### src/core_pkg.sv
`default_nettype none

package core_pkg;

  typedef logic [4:0] reg_addr_t; // Register index

  // Major opcodes, prefixed opc_ so they stay apart from op_e names
  typedef enum logic [6:0] {
    opc_reg    = 7'b0110011,
    opc_imm    = 7'b0010011,
    opc_lui    = 7'b0110111,
    opc_branch = 7'b1100011,
    opc_jal    = 7'b1101111
  } opcode_t;

  // Operations understood by execute, nop first so a cleared slot is a nop
  typedef enum logic [3:0] {
    op_nop,
    op_add,
    op_sub,
    op_and,
    op_or,
    op_xor,
    op_slt,
    op_lui,
    op_beq,
    op_bne,
    op_blt,
    op_jal
  } op_e;

  typedef struct packed {
    logic [6:0] funct7;
    reg_addr_t  rs2;
    reg_addr_t  rs1;
    logic [2:0] funct3;
    reg_addr_t  rd;
    logic [6:0] opcode;
  } instr_r_t;

  // B layout, J immediate is also picked out of these fields
  typedef struct packed {
    logic       imm_12;   // Bit 31, also J imm[20]
    logic [5:0] imm_10_5; // Bits 30:25
    reg_addr_t  rs2;
    reg_addr_t  rs1;
    logic [2:0] funct3;
    logic [3:0] imm_4_1;  // Bits 11:8
    logic       imm_11;   // Bit 7
    logic [6:0] opcode;
  } instr_b_t;

  typedef union packed {
    instr_r_t r; // R/I/U view
    instr_b_t b; // B/J view
  } instr_u;

  localparam logic [31:0] nop_word = 32'h0000_0013; // addi x0,x0,0

endpackage

`default_nettype wire

### src/issue_if.sv
`timescale 1ns/10ps
`default_nettype none

// One decoded instruction sitting in the ID/EX register
interface issue_if #(
  parameter int xlen = 64
) ();

  logic                valid; // ID/EX holds a real instruction
  core_pkg::op_e       op;
  logic [xlen-1:0]     rs1_val;
  logic [xlen-1:0]     rs2_val;
  logic [xlen-1:0]     imm;
  core_pkg::reg_addr_t rd;    // Zero for non-writing ops
  logic [xlen-1:0]     pc;

  modport source (output valid, op, rs1_val, rs2_val, imm, rd, pc);
  modport sink (input valid, op, rs1_val, rs2_val, imm, rd, pc);

endinterface

`default_nettype wire

### src/commit_unit.sv
`timescale 1ns/10ps
`default_nettype none

module commit_unit #(
  parameter int xlen = 64
) (
  input  logic                clk,
  input  logic                reset,
  input  logic [xlen-1:0]     alu_result,
  input  logic                taken,
  input  logic [xlen-1:0]     target,
  input  logic [xlen-1:0]     link,
  issue_if.sink               issue,
  output logic                wr_en,
  output core_pkg::reg_addr_t wr_addr,
  output logic [xlen-1:0]     wr_data,
  output logic                redirect,
  output logic [xlen-1:0]     redirect_pc,
  output logic                retire_valid,
  output logic [xlen-1:0]     retire_pc,
  output core_pkg::reg_addr_t retire_rd,
  output logic [xlen-1:0]     retire_data
);

  logic                slot_valid;
  logic                slot_taken;
  logic [xlen-1:0]     slot_target;
  logic [xlen-1:0]     slot_pc;
  core_pkg::reg_addr_t slot_rd;
  logic [xlen-1:0]     slot_data;

  always_ff @(posedge clk) begin
    if (reset) begin
      slot_valid <= 1'b0;
      slot_taken <= 1'b0;
    end else begin
      slot_valid <= issue.valid && !redirect; // Own redirect squashes the next slot
      slot_taken <= taken && !redirect;
    end
  end

  always_ff @(posedge clk) begin
    slot_pc     <= issue.pc;
    slot_target <= target;
    case (issue.op)
      core_pkg::op_jal: begin
        slot_rd   <= issue.rd;
        slot_data <= link; // pc + 4
      end
      core_pkg::op_beq, core_pkg::op_bne, core_pkg::op_blt: begin
        slot_rd   <= '0;
        slot_data <= '0;
      end
      default: begin
        slot_rd   <= issue.rd;
        slot_data <= alu_result;
      end
    endcase
  end

  // Write, retire report and redirect all leave from the same register
  assign wr_en        = slot_valid;
  assign wr_addr      = slot_rd; // x0 dropped inside the register file
  assign wr_data      = slot_data;
  assign redirect     = slot_taken; // One cycle, the next slot is a bubble
  assign redirect_pc  = slot_target;
  assign retire_valid = slot_valid;
  assign retire_pc    = slot_pc;
  assign retire_rd    = slot_rd;
  assign retire_data  = slot_data;

endmodule

`default_nettype wire

### src/flat_wrapper.sv
// flat-port wrapper written by rule: the top's interface ports become plain ports
module commit_unit_flat 
#(
  parameter int xlen = 64
)
  (clk, reset, alu_result, taken, target, link, wr_en, wr_addr, wr_data, redirect, redirect_pc, retire_valid, retire_pc, retire_rd, retire_data, issue_valid, issue_op, issue_rs1_val, issue_rs2_val, issue_imm, issue_rd, issue_pc);
  issue_if #(.xlen(xlen)) issue_i ();
  input  logic clk;
  input  logic reset;
  input  logic [xlen-1:0] alu_result;
  input  logic taken;
  input  logic [xlen-1:0] target;
  input  logic [xlen-1:0] link;
  output logic wr_en;
  output core_pkg::reg_addr_t wr_addr;
  output logic [xlen-1:0] wr_data;
  output logic redirect;
  output logic [xlen-1:0] redirect_pc;
  output logic retire_valid;
  output logic [xlen-1:0] retire_pc;
  output core_pkg::reg_addr_t retire_rd;
  output logic [xlen-1:0] retire_data;
  input wire logic [$bits(issue_i.valid)-1:0] issue_valid;
  input wire logic [$bits(issue_i.op)-1:0] issue_op;
  input wire logic [$bits(issue_i.rs1_val)-1:0] issue_rs1_val;
  input wire logic [$bits(issue_i.rs2_val)-1:0] issue_rs2_val;
  input wire logic [$bits(issue_i.imm)-1:0] issue_imm;
  input wire logic [$bits(issue_i.rd)-1:0] issue_rd;
  input wire logic [$bits(issue_i.pc)-1:0] issue_pc;
  assign issue_i.valid = issue_valid;
  assign issue_i.op = issue_op;
  assign issue_i.rs1_val = issue_rs1_val;
  assign issue_i.rs2_val = issue_rs2_val;
  assign issue_i.imm = issue_imm;
  assign issue_i.rd = issue_rd;
  assign issue_i.pc = issue_pc;
  commit_unit #(.xlen(xlen)) u_core (.clk(clk), .reset(reset), .alu_result(alu_result), .taken(taken), .target(target), .link(link), .issue(issue_i), .wr_en(wr_en), .wr_addr(wr_addr), .wr_data(wr_data), .redirect(redirect), .redirect_pc(redirect_pc), .retire_valid(retire_valid), .retire_pc(retire_pc), .retire_rd(retire_rd), .retire_data(retire_data));
endmodule
### config.mk
export PLATFORM = sky130hd
export DESIGN_NAME = commit_unit_flat
export DESIGN_NICKNAME = d
export VERILOG_FILES = /design/src/core_pkg.sv /design/src/issue_if.sv /design/src/commit_unit.sv /design/src/flat_wrapper.sv
export SDC_FILE = /design/constraint.sdc
export NUM_CORES = 1
export LEC_CHECK = 0
export ABC_AREA = 1
export BUFFER_PORTS_ARGS = -buffer_cell sky130_fd_sc_hd__buf_2
export CAP_MARGIN = 20
export CORE_AREA = 2 2 288 290
export CTS_BUF_LIST = sky130_fd_sc_hd__clkbuf_4
export DETAILED_ROUTE_END_ITERATION = 7
export DIE_AREA = 0 0 290 292
export HOLD_SLACK_MARGIN = 0.05
export PLACE_DENSITY = 0.35
export SLEW_MARGIN = 20
export SYNTH_ARGS = -nofsm -noshare
export SYNTH_HDL_FRONTEND = slang
export SYNTH_SLANG_ARGS = --single-unit
### constraint.sdc
create_clock -name clk -period 1 [get_ports clk]
set_input_delay 0.15 -clock clk [delete_from_list [all_inputs] [get_ports clk]]
set_output_delay 0.15 -clock clk [all_outputs]
set_load 0.01 [all_outputs]
==> metrics, run 1 <==
Post-synth ARST share 0; Die Ht about 290 µm; clock root cell clkbuf_4; post-DP HPWL approximately 24000 µm; die width between 200 and 300 µm; outcome stopped before the end; IO Count 730; IO buf count roughly 540; Syn Std Cell Area between 0.005 and 0.006 mm²; Synth top area share 0.725; area leader, netlist dfxtp_1; Clock Path Buffers 2; sequential area share after synthesis 0.725; Post-synth EDFFs 0; Yosys reg bits between 150 and 200; Post-Syn Nets 961; Top FF cell, synth dfxtp_1; count leader, synth dfxtp_1; syn_area_per_cell 11.0 µm²; Hold-fix buffers, CTS about 420; post-CTS setup buffers 1; synthesis warning total 0; site row count about 110; Initial Utilization 0.0674; CTS Buf Count 17; # clock sinks just under 200; GPL Wtd Cong a little over 0.8; CTS H-tree lvls 4; PostCTS Resize Cnt around 310; Synth area leaders dfxtp_1 (72%), buf_4 (9.7%), nand2_1 (8.9%), nand3_1 (5.8%), buf_2 (1.5%); Post-synth top cells dfxtp_1 (199), nand2_1 (130), buf_4 (71), nand3_1 (64), buf_2 (17); Yosys cell types 11; Stopped at clock tree synthesis; tool error [ERROR RSZ-0060] Max buffer count reached.; Gate Count Post-Synth 500; Worst Setup Slack post-DPL -0.179 ns
==> kinds of logic after synthesis <==
group / share of synthesized area
flops: 0.725
simple gates: 0.156
buf+inv: 0.119
==> per-stage QoR <==
step	instances	cell area (µm²)	util
3_5_place_dp	2038	9190	0.113
3_3_place_gp	2038	9190	0.113
2_1_floorplan	500	5500	-
==> run 2, diff against run 1 <==
--- a/config.mk
+++ b/config.mk
@@ -8,12 +8,10 @@
 export ABC_AREA = 1
 export BUFFER_PORTS_ARGS = -buffer_cell sky130_fd_sc_hd__buf_2
 export CAP_MARGIN = 20
-export CORE_AREA = 2 2 288 290
-export CTS_BUF_LIST = sky130_fd_sc_hd__clkbuf_4
+export CORE_AREA = 2 2 286 288
 export DETAILED_ROUTE_END_ITERATION = 7
-export DIE_AREA = 0 0 290 292
-export HOLD_SLACK_MARGIN = 0.05
-export PLACE_DENSITY = 0.35
+export DIE_AREA = 0 0 288 290
+export PLACE_DENSITY_LB_ADDON = 0.15
 export SLEW_MARGIN = 20
 export SYNTH_ARGS = -nofsm -noshare
 export SYNTH_HDL_FRONTEND = slang
==> metrics, run 2 <==
CTS tree yes; Fin. Hold Viols 0; Critical Path AT ~1.1 ns; Die Area 0.0835 mm²; syn_area_per_cell about 11 µm²; die width about 290 µm; WP data required 0.85 ns; Final Max Slew Viols 0; vias in the first global route about 6700; Clock Path Buffers 2; CP max-delay cell dfxtp_4; largest net degree at the start of global routing 41; post-DR vias/cell approximately 2.7; min-delay worst type input pin to flop; diodes inserted 0; commonest non-fill, non-tap cell in the layout buf_2; worst path cell trace buf_6; 1st-iter DRT viols 110; area leader, netlist dfxtp_1; Top FF cell, synth dfxtp_1; Critical Path Start Type flop; IO Count 730; Die Ht approximately 290 µm; via count between 6000 and 7000; Clk Latency, worst-skew pair between 0.4 and 0.5 ns; wire length per cell between 10 and 15 µm; GRT met2 Usage 0.128; worst hold slack roughly 0.21 ns; final period utilization 1.20; Top delay family on crit path flip-flops; Max Cap Violations 0; Post-synth ARST share 0; Final Setup Violations 270; Tmin final between 1 and 1.5 ns; IO buf count approximately 540; Gate Count Post-Synth 500; commonest cells after routing, fill and taps aside buf_2 (344), dlygate4sd3_1 (263), buf_6 (192); # clock sinks 199; Final WS setup -0.195 ns; Yosys reg bits roughly 200; Setup Skew about 0.00075 ns; GRT busiest layer met2; Yosys cell types 11; sequential area share after synthesis 0.725; Design Power 20000 µW; grt ovf 0; Syn Std Cell Area roughly 0.0055 mm²; antenna viol nets, final 0; Worst path max stage delay 0.43 ns; Peak Freq 837 MHz; Worst Setup End Kind primary output; RSZ-0062 raised after global routing yes; CORE AREA approximately 0.080 mm²; Global Route met3 Usage 0.0260; synthesis warning total 0; Initial Utilization 0.0686; failing checks setup timing; CP Max Fanout 2; FILL cells slightly below 9000; initial antenna violation count 1; CTS Buf Count 17; Lkg Pwr 0.00641 µW; drt total wl between 30000 and 40000 µm; P&R area growth vs syn 154%; P per Cell Area 1430 mW/mm²; Post-Syn Nets 961; post-DP HPWL 22100 µm; Setup CP Type flop to primary output; peak supply drop roughly 1200 µV; Post-synth EDFFs 0; first-pass GRT wire length roughly 41000 µm; # DRC 0; GPL Wtd Cong 0.696; Slew headroom 0.824; # nets final about 1700; site row count about 100; count leader, synth dfxtp_1; Worst-path clk slew 0.08 ns; Slew @ Worst Pin roughly 0.26 ns; outcome finished with violations; GR Util All Layers 0.0691; Bufs and invs on worst path 1; clock root cell clkbuf_16; Synth area leaders dfxtp_1 (72%), buf_4 (9.7%), nand2_1 (8.9%), nand3_1 (5.8%), buf_2 (1.5%); Synth top area share 0.725; DR pass1 iterations 4; routing usage on met1 0.0673; fraction of layout cells with a size suffix above 1 0.568; CTS H-tree lvls 4; Post-synth top cells dfxtp_1 (199), nand2_1 (130), buf_4 (71), nand3_1 (64), buf_2 (17)
-- run 2: stage by stage --
step	instance area (µm²)	instances	worst slack, ns	setup TNS [ns]	utilization
after floorplan	5500	500	0.227	0	-
after global placement	9090	2020	-0.113	-1.44	0.113
after global routing	14000	2325	-0.263	-47.46	0.174
after CTS	13600	2317	-0.284	-49.87	0.170
after detailed placement	9090	2020	-0.121	-1.20	0.113
final	14000	2325	-0.195	-27.60	0.174
-- run 2: repair_timing --
| action | 4_1_cts | 5_1_grt |
|---|---|---|
| hold buffers | 264 | 23 |
| pin swaps | 0 | 1 |
| endpoints found under the hold margin | 199 | 23 |
| gates cloned | 0 | 6 |
| setup buffers | 1 | 5 |
| endpoints found under the setup margin | 269 | 296 |
| gates resized for setup | 306 | 54 |
-- run 2: logic make-up (layout without fill, tap and decap cells) --
logic type | Yosys count | in the layout | share of synthesized area
flip-flops | 199 | 199 | 0.725
buffers and inverters | 98 | 863 | 0.119
AND/OR/NAND/NOR | 203 | 203 | 0.156
-- run 2: area by class of cell --
type	count	area (µm²)	area share
inverter	8	32.5	0.00233
sequential	199	4200	0.301
clock inverter	14	178	0.0127
tap	1060	1330	0.0950
multi-input combinational	203	875	0.0627
clock buffer	18	439	0.0315
timing repair buffer	823	6900	0.495
-- run 2: metal layers --
| metal | up-vias | wire length (µm) |
|---|---|---|
| met4 | 0 | 728 |
| met2 | 362 | 16400 |
| li1 | 2999 | - |
| met5 | - | 0 |
| met3 | 31 | 2390 |
| met1 | 2777 | 11200 |
-- run 2: power by group --
part / leakage (µW) / switching [µW] / internal [µW] / total [µW]
combinational: 0.00442 / 1320 / 2300 / 3630
sequential: 0.00170 / 367 / 8450 / 8810
clock: 0.000298 / 3840 / 3670 / 7510
total: 0.00641 / 5530 / 14400 / 20000
-- run 2: worst paths after layout --
kind / start / end / slack [ns] / depth (start not counted)
min reg2reg: u_core.redirect$_SDFF_PP0_ / u_core.redirect$_SDFF_PP0_ / 0.52 / 2
min: issue_op[2] / u_core.retire_data[14]$_DFF_P_ / 0.21 / 6
max reg2reg: u_core.redirect$_SDFF_PP0_ / u_core.retire_valid$_SDFF_PP0_ / 0.26 / 2
max: u_core.retire_rd[1]$_SDFF_PP0_ / retire_rd[1] / -0.20 / 1
-- run 2: worst min-delay path, delay by kind of cell --
family / cells / cell delay, ns
buffers and inverters: 3 / 0.33
and+or+nand+nor: 3 / 0.20
Note: power is estimated with default switching activity, not from simulation.
==> run 3, diff against run 2 <==
--- a/config.mk
+++ b/config.mk
@@ -11,7 +11,7 @@
 export CORE_AREA = 2 2 286 288
 export DETAILED_ROUTE_END_ITERATION = 7
 export DIE_AREA = 0 0 288 290
-export PLACE_DENSITY_LB_ADDON = 0.15
+export PLACE_DENSITY = 0.3
 export SLEW_MARGIN = 20
 export SYNTH_ARGS = -nofsm -noshare
 export SYNTH_HDL_FRONTEND = slang
==> metrics, run 3 (synthesized netlist as in run 2, its figures left out) <==
grt ovf 0; Critical Path Start Type flop; CTS Buf Count 17; Lkg Pwr approximately 0.0065 µW; final cell count without fillers 2340; Setup Skew ~0.0021 ns; Post-DP Area ~0.009 mm²; vias in the first global route around 6800; outcome finished with violations; 1st-iter DRT viols 168; Slew @ Worst Pin around 0.3 ns; via count about 6300; Max Cap Violations 0; initial antenna violation count 1; Final WS setup -0.182 ns; die width 288 µm; P_int 14200 µW; hold path depth 3; CTS tree yes; largest net degree at the start of global routing 35; reg2reg path depth 2; Final Max Slew Viols 0; P per Cell Area ~1400 mW/mm²; Top delay family on crit path flip-flops; switching part of the total 0.283; Worst Setup Slack post-DPL -0.213 ns; Fin. Hold Viols 0; peak supply drop between 1000 and 1500 µV; Critical Path AT between 1 and 1.5 ns; Worst Hold Path EP u_core.retire_data[13]$_DFF_P_; # nets final 1726; failing checks setup timing; IO buf count 537; P&R area growth vs syn 157%; # DRC 0; site row count about 100; combinational share of power 0.191; CORE AREA roughly 0.080 mm²; Initial Utilization 0.0686; FILL cells a little under 9000; Bufs and invs on worst path 1; Die Ht 290 µm; R2R setup slack 0.19 ns; post-DP HPWL around 23000 µm; FF-to-FF Start u_core.redirect$_SDFF_PP0_; # clock sinks approximately 200; Final Setup Violations 270; final period utilization 1.18; sequential share of power 0.445; drt total wl 33300 µm; min-delay worst type input pin to flop; Clk Latency, worst-skew pair 0.49 ns; Slew headroom 0.801; post-layout util 0.176; commonest cells after routing, fill and taps aside buf_2 (330), dlygate4sd3_1 (261), buf_6 (206); Hold Crit Start link[13]; post-DR vias/cell between 2 and 3; wire length per cell around 14 µm; Worst Setup SP u_core.retire_data[25]$_DFF_P_; antenna viol nets, final 0; worst path cell trace buf_6; Worst path depth 1; Worst-path clk slew roughly 0.080 ns; CTS H-tree lvls 4; GPL Wtd Cong between 0.7 and 0.8; first-pass GRT wire length around 43000 µm; fraction of layout cells with a size suffix above 1 0.585; Clk network pwr share 0.364; FF-to-FF End u_core.retire_valid$_SDFF_PP0_; CP max-delay cell dfxtp_4; Die Area approximately 0.084 mm²; GR Util All Layers 0.0741; commonest non-fill, non-tap cell in the layout buf_2; Design Power 19800 µW; Worst path max stage delay roughly 0.42 ns; CP Max Fanout 2; Cells after DPL around 2000; RSZ-0062 raised after global routing yes; Worst Setup End Kind primary output; Tmin final between 1 and 1.5 ns; clock root cell clkbuf_16; fin area between 0.01 and 0.015 mm²; Sw Pwr 5600 µW; Clock Path Buffers 2; Setup CP Type flop to primary output; Peak Freq ~850 MHz; DR pass1 iterations 4; WP data required ~0.85 ns; IO Count 730
run 3: power by group through the flow:
stage	clock, µW	combinational [µW]	sequential [µW]
6_report	7210	3780	8830
5_1_grt	7990	4050	8880
4_1_cts	7730	3600	8810
3_5_place_dp	0	2260	8820
3_3_place_gp	0	2280	8830
2_1_floorplan	0	677	9020
run 3: worst max-delay path by stage:
stage | endpoint | slack [ns]
detailed placement | u_core.retire_data[34]$_DFF_P_ | -0.21
finish | retire_data[25] | -0.18
floorplan | u_core.retire_data[0]$_DFF_P_ | 0.23
global placement | u_core.retire_data[34]$_DFF_P_ | -0.20
CTS | wr_data[21] | -0.29
global route | wr_data[25] | -0.31
run 3: what timing repair did:
item	4_1_cts	5_1_grt
buffers inserted	1	14
pin swaps	0	2
gates cloned	0	4
resized for setup	318	74
endpoints found under the hold margin	199	9
hold buffers	262	9
setup endpoints to repair	269	280
run 3: routing by layer:
layer / global-route usage / wire (µm) / up-vias
met2: 0.134 / 16800 / 380
met4: 0.0380 / 1200 / 0
met5: 0 / 0 / -
met3: 0.0300 / 2920 / 40
met1: 0.0719 / 12400 / 2893
li1: - / - / 3028
run 3: layout make-up:
class                      instances  area (µm²)  area share
multi-input combinational        203         878      0.0622
sequential                       199        4230       0.299
inverter                           8        33.8     0.00239
timing repair buffer             836        7060       0.500
clock inverter                    14         151      0.0107
tap                             1060        1330      0.0939
antenna                            2        5.00    0.000354
clock buffer                      18         439      0.0311
run 3: through the flow:
step / hold WS, ns / TNS [ns]
global route: 0.0183 / -47.51
detailed placement: 0.254 / -3.47
floorplan: 0.178 / 0
global placement: 0.252 / -3.80
finish: 0.0485 / -27.79
CTS: 0.00205 / -48.48
==> run 4, diff against run 3 <==
--- a/config.mk
+++ b/config.mk
@@ -8,10 +8,11 @@
 export ABC_AREA = 1
 export BUFFER_PORTS_ARGS = -buffer_cell sky130_fd_sc_hd__buf_2
 export CAP_MARGIN = 20
-export CORE_AREA = 2 2 286 288
+export CORE_AREA = 2 2 282 284
 export DETAILED_ROUTE_END_ITERATION = 7
-export DIE_AREA = 0 0 288 290
+export DIE_AREA = 0 0 284 286
 export PLACE_DENSITY = 0.3
+export SKIP_LAST_GASP = 1
 export SLEW_MARGIN = 20
 export SYNTH_ARGS = -nofsm -noshare
 export SYNTH_HDL_FRONTEND = slang
==> metrics, run 4 (synthesized netlist as in run 2, its figures left out) <==
worst hold slack 0.0987 ns; Critical Path Start Type flop; Initial Utilization 0.0701; first-pass GRT wire length 42800 µm; Final Setup Violations ~270; DR pass1 iterations 4; drt total wl 30900 µm; # DRC 0; die width 284 µm; fraction of layout cells with a size suffix above 1 0.582; antenna viol nets, final 0; Worst-path clk slew about 0.09 ns; P&R area growth vs syn 154%; Final Max Slew Viols 0; IO Count 730; Fin. Hold Viols 0; commonest cells after routing, fill and taps aside buf_2 (325), dlygate4sd3_1 (263), buf_6 (211); Final WS setup -0.209 ns; FILL cells roughly 8700; min-delay worst type input pin to flop; Peak Freq 827 MHz; vias in the first global route 6737; post-DR vias/cell 2.66; CTS Buf Count 17; P per Cell Area between 1000 and 1500 mW/mm²; site row count between 100 and 150; # nets final around 1700; via count roughly 6100; RSZ-0062 raised after global routing yes; commonest non-fill, non-tap cell in the layout buf_2; CTS tree yes; post-layout util 0.178; Slew @ Worst Pin between 0.4 and 0.5 ns; final period utilization 1.21; CORE AREA ~0.078 mm²; Post-DP Area 0.00912 mm²; Die Ht roughly 290 µm; # clock sinks between 150 and 200; Worst path max stage delay around 0.44 ns; CTS H-tree lvls 4; CP Max Fanout 2; worst path cell trace buf_6; diodes inserted 0; Max Cap Violations 0; IO buf count approximately 540; Critical Path AT 1.06 ns; GPL Wtd Cong around 0.82; Cells after DPL about 2000; Bufs and invs on worst path 1; clock root cell clkbuf_16; largest net degree at the start of global routing 30; Design Power ~20000 µW; Clk Latency, worst-skew pair between 0.4 and 0.5 ns; Slew headroom 0.730; WP data required around 0.85 ns; Top delay family on crit path flip-flops; post-DP HPWL 22900 µm; Tmin final between 1 and 1.5 ns; failing checks setup timing; GR Util All Layers 0.0738; Setup CP Type flop to primary output; Clock Path Buffers 2; 1st-iter DRT viols 66; CP max-delay cell dfxtp_4; final cell count without fillers approximately 2300; wire length per cell roughly 13 µm; outcome finished with violations; Worst Setup End Kind primary output; grt ovf 0; initial antenna violation count 1; peak supply drop roughly 1000 µV; Lkg Pwr ~0.0064 µW; Die Area between 0.08 and 0.09 mm²; Setup Skew 0.000579 ns; fin area about 0.014 mm²
==> run 4: power by group <==
group	internal [µW]	switching, µW
registers	8460	376
clock network	4150	3720
logic	2290	1330
==> run 4: per-stage QoR <==
| step | TNS, ns | setup slack (ns) |
|---|---|---|
| after floorplan | 0 | 0.227 |
| after CTS | -41.78 | -0.278 |
| after global routing | -42.09 | -0.276 |
| final | -23.55 | -0.209 |
| after global placement | -8.13 | -0.248 |
| after detailed placement | -6.71 | -0.209 |
==> run 4: routing by layer <==
layer / up-vias / GRT usage / share of wire / wire length, µm
met2: 365 / 0.130 / 0.50 / 15400
met1: 2756 / 0.0777 / 0.39 / 12200
met3: 30 / 0.0277 / 0.080 / 2470
met5: - / 0 / 0 / 0
met4: 0 / 0.0363 / 0.029 / 889
li1: 2991 / - / - / -
==> run 4: path summary, 6_finish.rpt <==
path                                    endpoint                      startpoint  cells past startpoint  slack [ns]
setup reg to reg  u_core.retire_valid$_SDFF_PP0_      u_core.redirect$_SDFF_PP0_                      2        0.29
hold reg to reg       u_core.redirect$_SDFF_PP0_      u_core.redirect$_SDFF_PP0_                      2        0.53
setup / recovery                     wr_data[27]  u_core.retire_data[27]$_DFF_P_                      1       -0.21
hold / removal    u_core.retire_data[18]$_DFF_P_                        link[18]                      3         0.1
==> run 4: layout make-up <==
| cell class | instances | area [µm²] | share of cell area |
|---|---|---|---|
| clock inverters | 13 | 206 | 0.0148 |
| flip-flops and latches | 199 | 4220 | 0.303 |
| clock buffers | 19 | 443 | 0.0317 |
| multi-input cells | 203 | 865 | 0.0620 |
| inverters | 8 | 30.0 | 0.00215 |
| repair buffers | 820 | 6880 | 0.493 |
| well taps | 1050 | 1310 | 0.0941 |
==> run 4: what timing repair did <==
| item | CTS | global route |
|---|---|---|
| buffers inserted | 1 | 0 |
| resized for setup | 288 | 106 |
| hold buffers | 263 | 0 |
| endpoints found under the setup margin | 269 | 269 |
| hold endpoints to repair | 199 | 0 |
